==> config.mk <==
export PLATFORM = sky130hd
export DESIGN_NAME = eeprom_i2c_top
export DESIGN_NICKNAME = d
export VERILOG_FILES = /design/src/eeprom_pkg.sv /design/src/i2c_byte_if.sv /design/src/eeprom_ctrl.sv /design/src/eeprom_i2c_top.sv /design/src/i2c_bit_engine.sv /design/src/i2c_byte_shifter.sv
export SDC_FILE = /design/constraint.sdc
export NUM_CORES = 1
export LEC_CHECK = 0
export BUFFER_PORTS_ARGS = -buffer_cell sky130_fd_sc_hd__buf_2
export CORE_AREA = 5 5 59 114
export DETAILED_ROUTE_END_ITERATION = 10
export DIE_AREA = 0 0 64 119
export PLACE_DENSITY_LB_ADDON = 0.05
export SLEW_MARGIN = 20
export SYNTH_ARGS = -nofsm -noshare
export SYNTH_HDL_FRONTEND = slang
export SYNTH_SLANG_ARGS = --single-unit
==> constraint.sdc <==
create_clock -name CLK -period 3.07 [get_ports CLK]
set_input_delay 0.614 -clock CLK [delete_from_list [all_inputs] [get_ports CLK]]
set_output_delay 0.614 -clock CLK [all_outputs]
set_load 0.05 [all_outputs]
==> src/eeprom_pkg.sv <==
package eeprom_pkg;

    // operations the byte shifter accepts
    typedef enum logic [1:0]
    {
        OP_START,
        OP_STOP,
        OP_WRITE,
        OP_READ
    } byte_op_t;

    // single bit-time commands for the bit engine
    typedef enum logic [1:0]
    {
        BIT_START,
        BIT_STOP,
        BIT_WRITE,
        BIT_READ
    } bit_cmd_t;

    typedef enum logic [3:0]
    {
        IDLE, START, CTRL_WR, ADDR, DATA_WR,
        RESTART, CTRL_RD, DATA_RD, STOP, FINISH
    } seq_state_t;

    localparam logic [3:0] DEV_CODE = 4'b1010; // 24cxx device type

endpackage

==> src/i2c_byte_if.sv <==
`timescale 1ns/1ps

interface i2c_byte_if import eeprom_pkg::*; ();

    logic       op_valid;
    byte_op_t   op;
    logic [7:0] tx_byte;
    logic       tx_nack;  // ack bit sent after a read byte
    logic       op_done;
    logic [7:0] rx_byte;
    logic       ack_ok;   // slave pulled sda low in the ack slot

    modport master (
        output op_valid, op, tx_byte, tx_nack,
        input  op_done, rx_byte, ack_ok
    );

    modport slave (
        input  op_valid, op, tx_byte, tx_nack,
        output op_done, rx_byte, ack_ok
    );

endinterface

==> src/eeprom_ctrl.sv <==
`timescale 1ns/1ps

module eeprom_ctrl import eeprom_pkg::*;
(
    input  logic        CLK,
    input  logic        RESET,
    input  logic        wr,
    input  logic        rd,
    input  logic [10:0] addr,
    input  logic [7:0]  wdata,
    output logic [7:0]  rdata,
    output logic        done,
    output logic        nack,
    output logic        busy,
    i2c_byte_if.master  bus
);

    seq_state_t  state;
    seq_state_t  nxt;
    logic        req;
    logic        wr_byte;   // states that expect a slave ack
    logic        fail;
    logic [10:0] addr_q;
    logic [7:0]  wdata_q;
    logic        rd_q;

    assign req     = (state == IDLE) && (wr || rd);
    assign wr_byte = (state == CTRL_WR) || (state == ADDR) ||
                     (state == DATA_WR) || (state == CTRL_RD);
    assign done    = (state == FINISH);
    assign busy    = (state != IDLE) && (state != FINISH);

    assign bus.tx_nack = 1'b1; // single byte read ends with nack

    always_comb
    begin
        nxt = state;
        case (state)
            IDLE:    if (req) nxt = START;
            START:   if (bus.op_done) nxt = CTRL_WR;
            CTRL_WR: if (bus.op_done) nxt = bus.ack_ok ? ADDR : STOP;
            ADDR:
            begin
                if (bus.op_done)
                    nxt = !bus.ack_ok ? STOP : (rd_q ? RESTART : DATA_WR);
            end
            DATA_WR: if (bus.op_done) nxt = STOP;
            RESTART: if (bus.op_done) nxt = CTRL_RD;
            CTRL_RD: if (bus.op_done) nxt = bus.ack_ok ? DATA_RD : STOP;
            DATA_RD: if (bus.op_done) nxt = STOP;
            STOP:    if (bus.op_done) nxt = FINISH;
            default: nxt = IDLE;
        endcase
    end

    always_ff @(posedge CLK)
    begin
        if (RESET)
        begin
            state        <= IDLE;
            bus.op_valid <= 1'b0;
            fail         <= 1'b0;
            nack         <= 1'b0;
            rdata        <= 8'h00;
        end
        else
        begin
            state        <= nxt;
            bus.op_valid <= (nxt != state) && (nxt != IDLE) && (nxt != FINISH);
            if (req)
            begin
                fail <= 1'b0;
                nack <= 1'b0;
            end
            if (wr_byte && bus.op_done && !bus.ack_ok)
                fail <= 1'b1;
            if ((state == STOP) && bus.op_done)
                nack <= fail;              // shows up with done
            if ((state == DATA_RD) && bus.op_done)
                rdata <= bus.rx_byte;
        end
    end

    always_ff @(posedge CLK)
    begin
        if (req)
        begin
            addr_q  <= addr;
            wdata_q <= wdata;
            rd_q    <= !wr;   // wr wins
        end
        if (nxt != state)
        begin
            case (nxt)
                START, RESTART: bus.op <= OP_START;
                STOP:           bus.op <= OP_STOP;
                DATA_RD:        bus.op <= OP_READ;
                default:        bus.op <= OP_WRITE;
            endcase
            case (nxt)
                CTRL_WR: bus.tx_byte <= {DEV_CODE, addr_q[10:8], 1'b0};
                ADDR:    bus.tx_byte <= addr_q[7:0];
                DATA_WR: bus.tx_byte <= wdata_q;
                CTRL_RD: bus.tx_byte <= {DEV_CODE, addr_q[10:8], 1'b1};
                default: bus.tx_byte <= 8'hff;
            endcase
        end
    end

endmodule

==> src/eeprom_i2c_top.sv <==
`timescale 1ns/1ps

module eeprom_i2c_top import eeprom_pkg::*;
#(
    parameter int unsigned CLK_DIV = 4  // clocks per quarter scl period
)
(
    input  logic        CLK,
    input  logic        RESET,
    input  logic        wr,
    input  logic        rd,
    input  logic [10:0] addr,
    input  logic [7:0]  wdata,
    output logic [7:0]  rdata,
    output logic        done,
    output logic        nack,
    output logic        busy,
    output logic        scl,
    output logic        sda_pull,
    input  logic        sda_in
);

    i2c_byte_if byte_bus ();

    logic     cmd_valid;
    bit_cmd_t cmd;
    logic     cmd_bit;
    logic     bit_done;
    logic     rx_bit;

    eeprom_ctrl u_ctrl (
        .CLK    (CLK),
        .RESET  (RESET),
        .wr     (wr),
        .rd     (rd),
        .addr   (addr),
        .wdata  (wdata),
        .rdata  (rdata),
        .done   (done),
        .nack   (nack),
        .busy   (busy),
        .bus    (byte_bus.master)
    );

    i2c_byte_shifter u_shifter (
        .CLK       (CLK),
        .RESET     (RESET),
        .bus       (byte_bus.slave),
        .cmd_valid (cmd_valid),
        .cmd       (cmd),
        .cmd_bit   (cmd_bit),
        .bit_done  (bit_done),
        .rx_bit    (rx_bit)
    );

    i2c_bit_engine #(
        .CLK_DIV (CLK_DIV)
    ) u_bit (
        .CLK       (CLK),
        .RESET     (RESET),
        .cmd_valid (cmd_valid),
        .cmd       (cmd),
        .cmd_bit   (cmd_bit),
        .bit_done  (bit_done),
        .rx_bit    (rx_bit),
        .scl       (scl),
        .sda_pull  (sda_pull),
        .sda_in    (sda_in)
    );

endmodule

==> src/i2c_bit_engine.sv <==
`timescale 1ns/1ps

module i2c_bit_engine import eeprom_pkg::*;
#(
    parameter int unsigned CLK_DIV = 4
)
(
    input  logic     CLK,
    input  logic     RESET,
    input  logic     cmd_valid,
    input  bit_cmd_t cmd,
    input  logic     cmd_bit,
    output logic     bit_done,
    output logic     rx_bit,
    output logic     scl,
    output logic     sda_pull,
    input  logic     sda_in
);

    localparam int unsigned QW = $clog2(CLK_DIV);
    localparam logic [QW-1:0] QMAX = QW'(CLK_DIV - 1);

    logic          active;
    logic [QW-1:0] qcnt;     // clocks within a quarter
    logic [1:0]    phase;    // quarter of the bit time
    bit_cmd_t      cur_cmd;
    logic          cur_bit;
    logic          q_end;
    logic          accept;

    assign q_end    = active && (qcnt == QMAX);
    assign bit_done = q_end && (phase == 2'd3);
    assign accept   = cmd_valid && (!active || bit_done); // back to back allowed

    always_ff @(posedge CLK)
    begin
        if (RESET)
        begin
            active   <= 1'b0;
            qcnt     <= '0;
            phase    <= 2'd0;
            scl      <= 1'b1;
            sda_pull <= 1'b0;
        end
        else if (accept)
        begin
            active <= 1'b1;
            qcnt   <= '0;
            phase  <= 2'd0;
            scl    <= 1'b0;
        end
        else if (q_end)
        begin
            qcnt  <= '0;
            phase <= phase + 2'd1;
            case (phase)
                2'd0: // data changes while scl is low
                    sda_pull <= (cur_cmd == BIT_STOP) ||
                                ((cur_cmd == BIT_WRITE) && !cur_bit);
                2'd1:
                    scl <= 1'b1;
                2'd2:
                begin
                    if (cur_cmd == BIT_START)
                        sda_pull <= 1'b1;  // sda falls under a high scl
                    else if (cur_cmd == BIT_STOP)
                        sda_pull <= 1'b0;  // sda rises under a high scl
                end
                default:
                    active <= 1'b0;        // scl stays high
            endcase
        end
        else if (active)
        begin
            qcnt <= qcnt + 1'b1;
        end
    end

    always_ff @(posedge CLK)
    begin
        if (accept)
        begin
            cur_cmd <= cmd;
            cur_bit <= cmd_bit;
        end
        if (q_end && (phase == 2'd2))
            rx_bit <= sda_in; // middle of the high time
    end

endmodule

==> src/i2c_byte_shifter.sv <==
`timescale 1ns/1ps

module i2c_byte_shifter import eeprom_pkg::*;
(
    input  logic       CLK,
    input  logic       RESET,
    i2c_byte_if.slave  bus,
    output logic       cmd_valid,
    output bit_cmd_t   cmd,
    output logic       cmd_bit,
    input  logic       bit_done,
    input  logic       rx_bit
);

    logic       active;
    byte_op_t   op_q;
    logic [3:0] slot;     // 0..7 data, 8 ack
    logic [7:0] shreg;
    logic       nack_q;
    logic       last;

    byte_op_t   nxt_op;
    logic [3:0] nxt_slot;
    logic [7:0] nxt_sh;
    logic       nxt_nack;

    assign last = (op_q == OP_START) || (op_q == OP_STOP) || (slot == 4'd8);

    // next slot goes out in the same cycle the previous bit ends
    assign cmd_valid = bus.op_valid || (active && bit_done && !last);

    always_comb
    begin
        if (bus.op_valid)
        begin
            nxt_op   = bus.op;
            nxt_slot = 4'd0;
            nxt_sh   = bus.tx_byte;
            nxt_nack = bus.tx_nack;
        end
        else
        begin
            nxt_op   = op_q;
            nxt_slot = slot + 4'd1;
            nxt_sh   = {shreg[6:0], rx_bit};
            nxt_nack = nack_q;
        end

        case (nxt_op)
            OP_START: cmd = BIT_START;
            OP_STOP:  cmd = BIT_STOP;
            OP_WRITE: cmd = (nxt_slot == 4'd8) ? BIT_READ : BIT_WRITE;
            default:  cmd = (nxt_slot == 4'd8) ? BIT_WRITE : BIT_READ;
        endcase
    end

    assign cmd_bit = (nxt_op == OP_WRITE) ? nxt_sh[7] : nxt_nack; // msb first

    assign bus.op_done = active && bit_done && last;
    assign bus.rx_byte = shreg;
    assign bus.ack_ok  = !rx_bit;

    always_ff @(posedge CLK)
    begin
        if (RESET)
            active <= 1'b0;
        else if (bus.op_valid)
            active <= 1'b1;
        else if (bus.op_done)
            active <= 1'b0;
    end

    always_ff @(posedge CLK)
    begin
        if (cmd_valid)
        begin
            op_q   <= nxt_op;
            slot   <= nxt_slot;
            shreg  <= nxt_sh;
            nack_q <= nxt_nack;
        end
    end

endmodule

==> flow_summary_export.csv <==
group,metric,value,unit
clock_network,cts.htree.levels,3,
synthesis,syn_area,0.00325,mm²
place,hpwlAfterDp,4620,µm
status,run_status,"finished, final reports clean",
timing,setup_viol,0,
clock_network,cts_inserted_buffers,9,
place,place_congestion,0.842,
timing,skew,6.40,ps
timing,fin_crit,2620,ps
timing,rsz0062_at_grt,"no",
setup_path,endpoint_kind,"flip-flop",
die,die_w,64,µm
drt,drt-total-wl,6300,µm
place,io_buffer_count,36,
setup_path,r2r_setup_slack,450,ps
timing,fmax,382,MHz
clock_network,cts_hold_buffers,0,
drt,drcViolationCount,0,
timing,setup-tns-final,0,ps
setup_path,critical_path_required,3140,ps
run,drv_cap,0,
pwr,leakagePower,1.43,nW
pwr,design_power_total,2.20,mW
synthesis,synthArstFlopShare,0,
finish,finalNetCount,347,
setup_path,startpoint_type,"flip-flop",
finish,syn_to_final_growth,16.0,%
pwr,power_density,581,mW/mm²
synthesis,synth_top_cell_by_area,"edfxtp_1",
die,start_util,0.570,
synthesis,ys_top_cells_by_count,"edfxtp_1 (49), nand2_1 (25), nor2_1 (24)",
drt,firstDrtPassIters,4,
timing,period_share,0.854,
synthesis,synth.most_common_cell,"edfxtp_1",
die,fp.dieH,119,µm
synthesis,synth_flop_cell,"edfxtp_1",
synthesis,ys_seq_area_frac,0.594,
drt,ant_nets,0,
drt,vias_per_cell,5.77,
global_route,grt_pass1_vias,2270,
drt,drt-initial-drc-count,136,
timing,slew-limit-headroom,0.612,
hold_path,hold_path_class,"reg -> reg",
timing,tightest_slew,567,ps
clock_network,clock_latency,330,ps
finish,fillCellCount,472,
global_route,grt_pass1_wl,10700,µm
setup_path,cpPeakStageDelay,540,ps
synthesis,yosysWarnings,0,
pwr,vdd_drop_max,0.553,mV
synthesis,synthTopCellsByArea,"edfxtp_1 (45%), dfxtp_1 (14%), mux2_2 (3.8%)",
timing,finalHoldViolations,0,
clock_network,clock_sink_count,72,
global_route,overflow,0,
synthesis,synth_top_area_share,0.452,
synthesis,synthCells,274,
setup_path,cp-startpoint,"u_bit.qcnt[0]$_SDFFE_PP0P_",
clock_network,cts_setup_buffers,0,
clock_network,clk_pin_slew,60,ps
global_route,grt_max_degree,24,
setup_path,r2r-start,"u_bit.qcnt[0]$_SDFFE_PP0P_",
drt,num_vias,2203,
die,rows,39,
clock_network,cts_tree,"done",
die,ios,37,
synthesis,synth_edf_count,49,
setup_path,cp_cell_sequence,"ha_1 -> nand4_4 -> a21o_1 -> a221o_1 -> or4_4 -> o22a_1",
timing,final_max_slew_viol_count,0,
synthesis,ys_seq_elements,72,
synthesis,syn_avg_cell_area,11.9,µm²
finish,num_antenna_cells,0,
setup_path,cp_slowest_cell,"or4_4",
setup_path,critPathMaxFanout,9,
setup_path,arrival,2690,ps
global_route,antenna_found_initial,0,
global_route,grt_usage,0.183,
synthesis,yosysUniqueCellTypes,56,
drt,wl_per_cell,16.5,µm
die,die_area,0.00762,mm²
clock_network,root_buffer,"clkbuf_16",
finish,drive_above_1_share,0.252,
synthesis,synth_fp_nets,305,
clock_network,clock_path_buffers,2,
clock_network,cts_resized,0,
hold_path,worstHoldStart,"u_ctrl.rdata[7]$_SDFFE_PP0P_",
die,coreArea,0.00571,mm²
setup_path,worstSetupPathType,"reg -> reg",
## layer usage
metal,up-vias,track usage,wire [µm]
li1,1097,-,-
met1,1051,0.192,2360
met2,44,0.323,3520
met3,11,0.0490,251
met4,0,0.0949,160
met5,-,0,0
## sequential cells by signal, indices dropped and copies added (netlist names), 2 cells and up
register,flops
u_ctrl.state,4
u_ctrl.rdata,8
u_shifter.slot,4
u_ctrl.wdata_q,8
u_shifter.bus.rx_byte,8
u_bit.phase,2
u_shifter.op_q,2
u_ctrl.bus.op,2
u_ctrl.bus.tx_byte,8
u_ctrl.addr_q,11
u_bit.qcnt,2
u_bit.cur_cmd,2
## stage by stage
| step | util | hold slack (ps) | setup WS (ps) | cells | instance area (µm²) |
|---|---|---|---|---|---|
| after floorplan | - | 432 | 460 | 274 | 3250 |
| after global placement | 0.615 | 437 | 536 | 366 | 3510 |
| after detailed placement | 0.615 | 445 | 459 | 366 | 3510 |
| after CTS | 0.661 | 451 | 443 | 382 | 3780 |
| after global routing | 0.661 | 443 | 277 | 382 | 3780 |
| final | 0.661 | 448 | 449 | 382 | 3780 |
## power by group
group          switching, mW  leakage [nW]  internal, mW  total (mW)
logic                 0.0887         0.679        0.0624       0.151
clock network          0.367         0.126         0.544       0.911
registers             0.0330         0.628          1.10        1.13
total                  0.488          1.43          1.71        2.20
## cell type report
cell class                 count  area (µm²)  share of cell area
tap                           61        76.3              0.0202
timing repair buffer          46         255              0.0676
sequential                    72        1930               0.512
clock buffer                  11         233              0.0616
multi-input combinational    173        1190               0.316
inverter                      14        52.6              0.0139
clock inverter                 5        33.8             0.00895
## critical path, delay by kind of cell (launching register included)
kind / cells / cell delay (ps)
flip-flops: 1 / 350
adder cells (fa/ha/maj): 1 / 370
AO/OA/AOI/OAI: 3 / 930
AND/OR/NAND/NOR: 2 / 710
## worst paths after layout
path	depth (start not counted)	endpoint
worst max-delay path	6	u_ctrl.bus.tx_byte[5]$_DFFE_PP_
worst min-delay path	2	u_ctrl.rdata[7]$_SDFFE_PP0P_
worst max register to register	6	u_ctrl.bus.tx_byte[5]$_DFFE_PP_
worst min register to register	2	u_ctrl.rdata[7]$_SDFFE_PP0P_
## logic make-up after synthesis
| logic type | after synthesis | synth area share |
|---|---|---|
| AOI/OAI and AO/OA | 59 | 0.131 |
| xor gates and xnor gates | 5 | 0.0135 |
| adders and majority gates | 7 | 0.0269 |
| buffers and inverters | 29 | 0.0396 |
| DFF | 72 | 0.594 |
| muxes | 17 | 0.0565 |
| and+or+nand+nor | 85 | 0.138 |
## cells in the final DEF, fill, tap and decap left out, types with 3 or more instances in the layout
cell type  netlist  layout
edfxtp_1        49      49
mux2i_1          6       6
o22a_1           4       4
nand2_1         25      25
o21ai_0          3       3
xnor2_1          3       3
or2_2            3       3
o22ai_1          3       3
a21oi_1         15      15
buf_2            1      36
ha_1             7       7
dfxtp_1         23      23
a31oi_1          3       3
mux2_2          11      11
a211oi_1         5       5
nand2b_1         3       3
a2bb2oi_1        4       4
nor3_1           9       9
buf_4            3      10
clkbuf_16        0       9
inv_1           14      14
nor2_1          24      24
or3_1            5       5
Power figures use the tool's default switching activity.
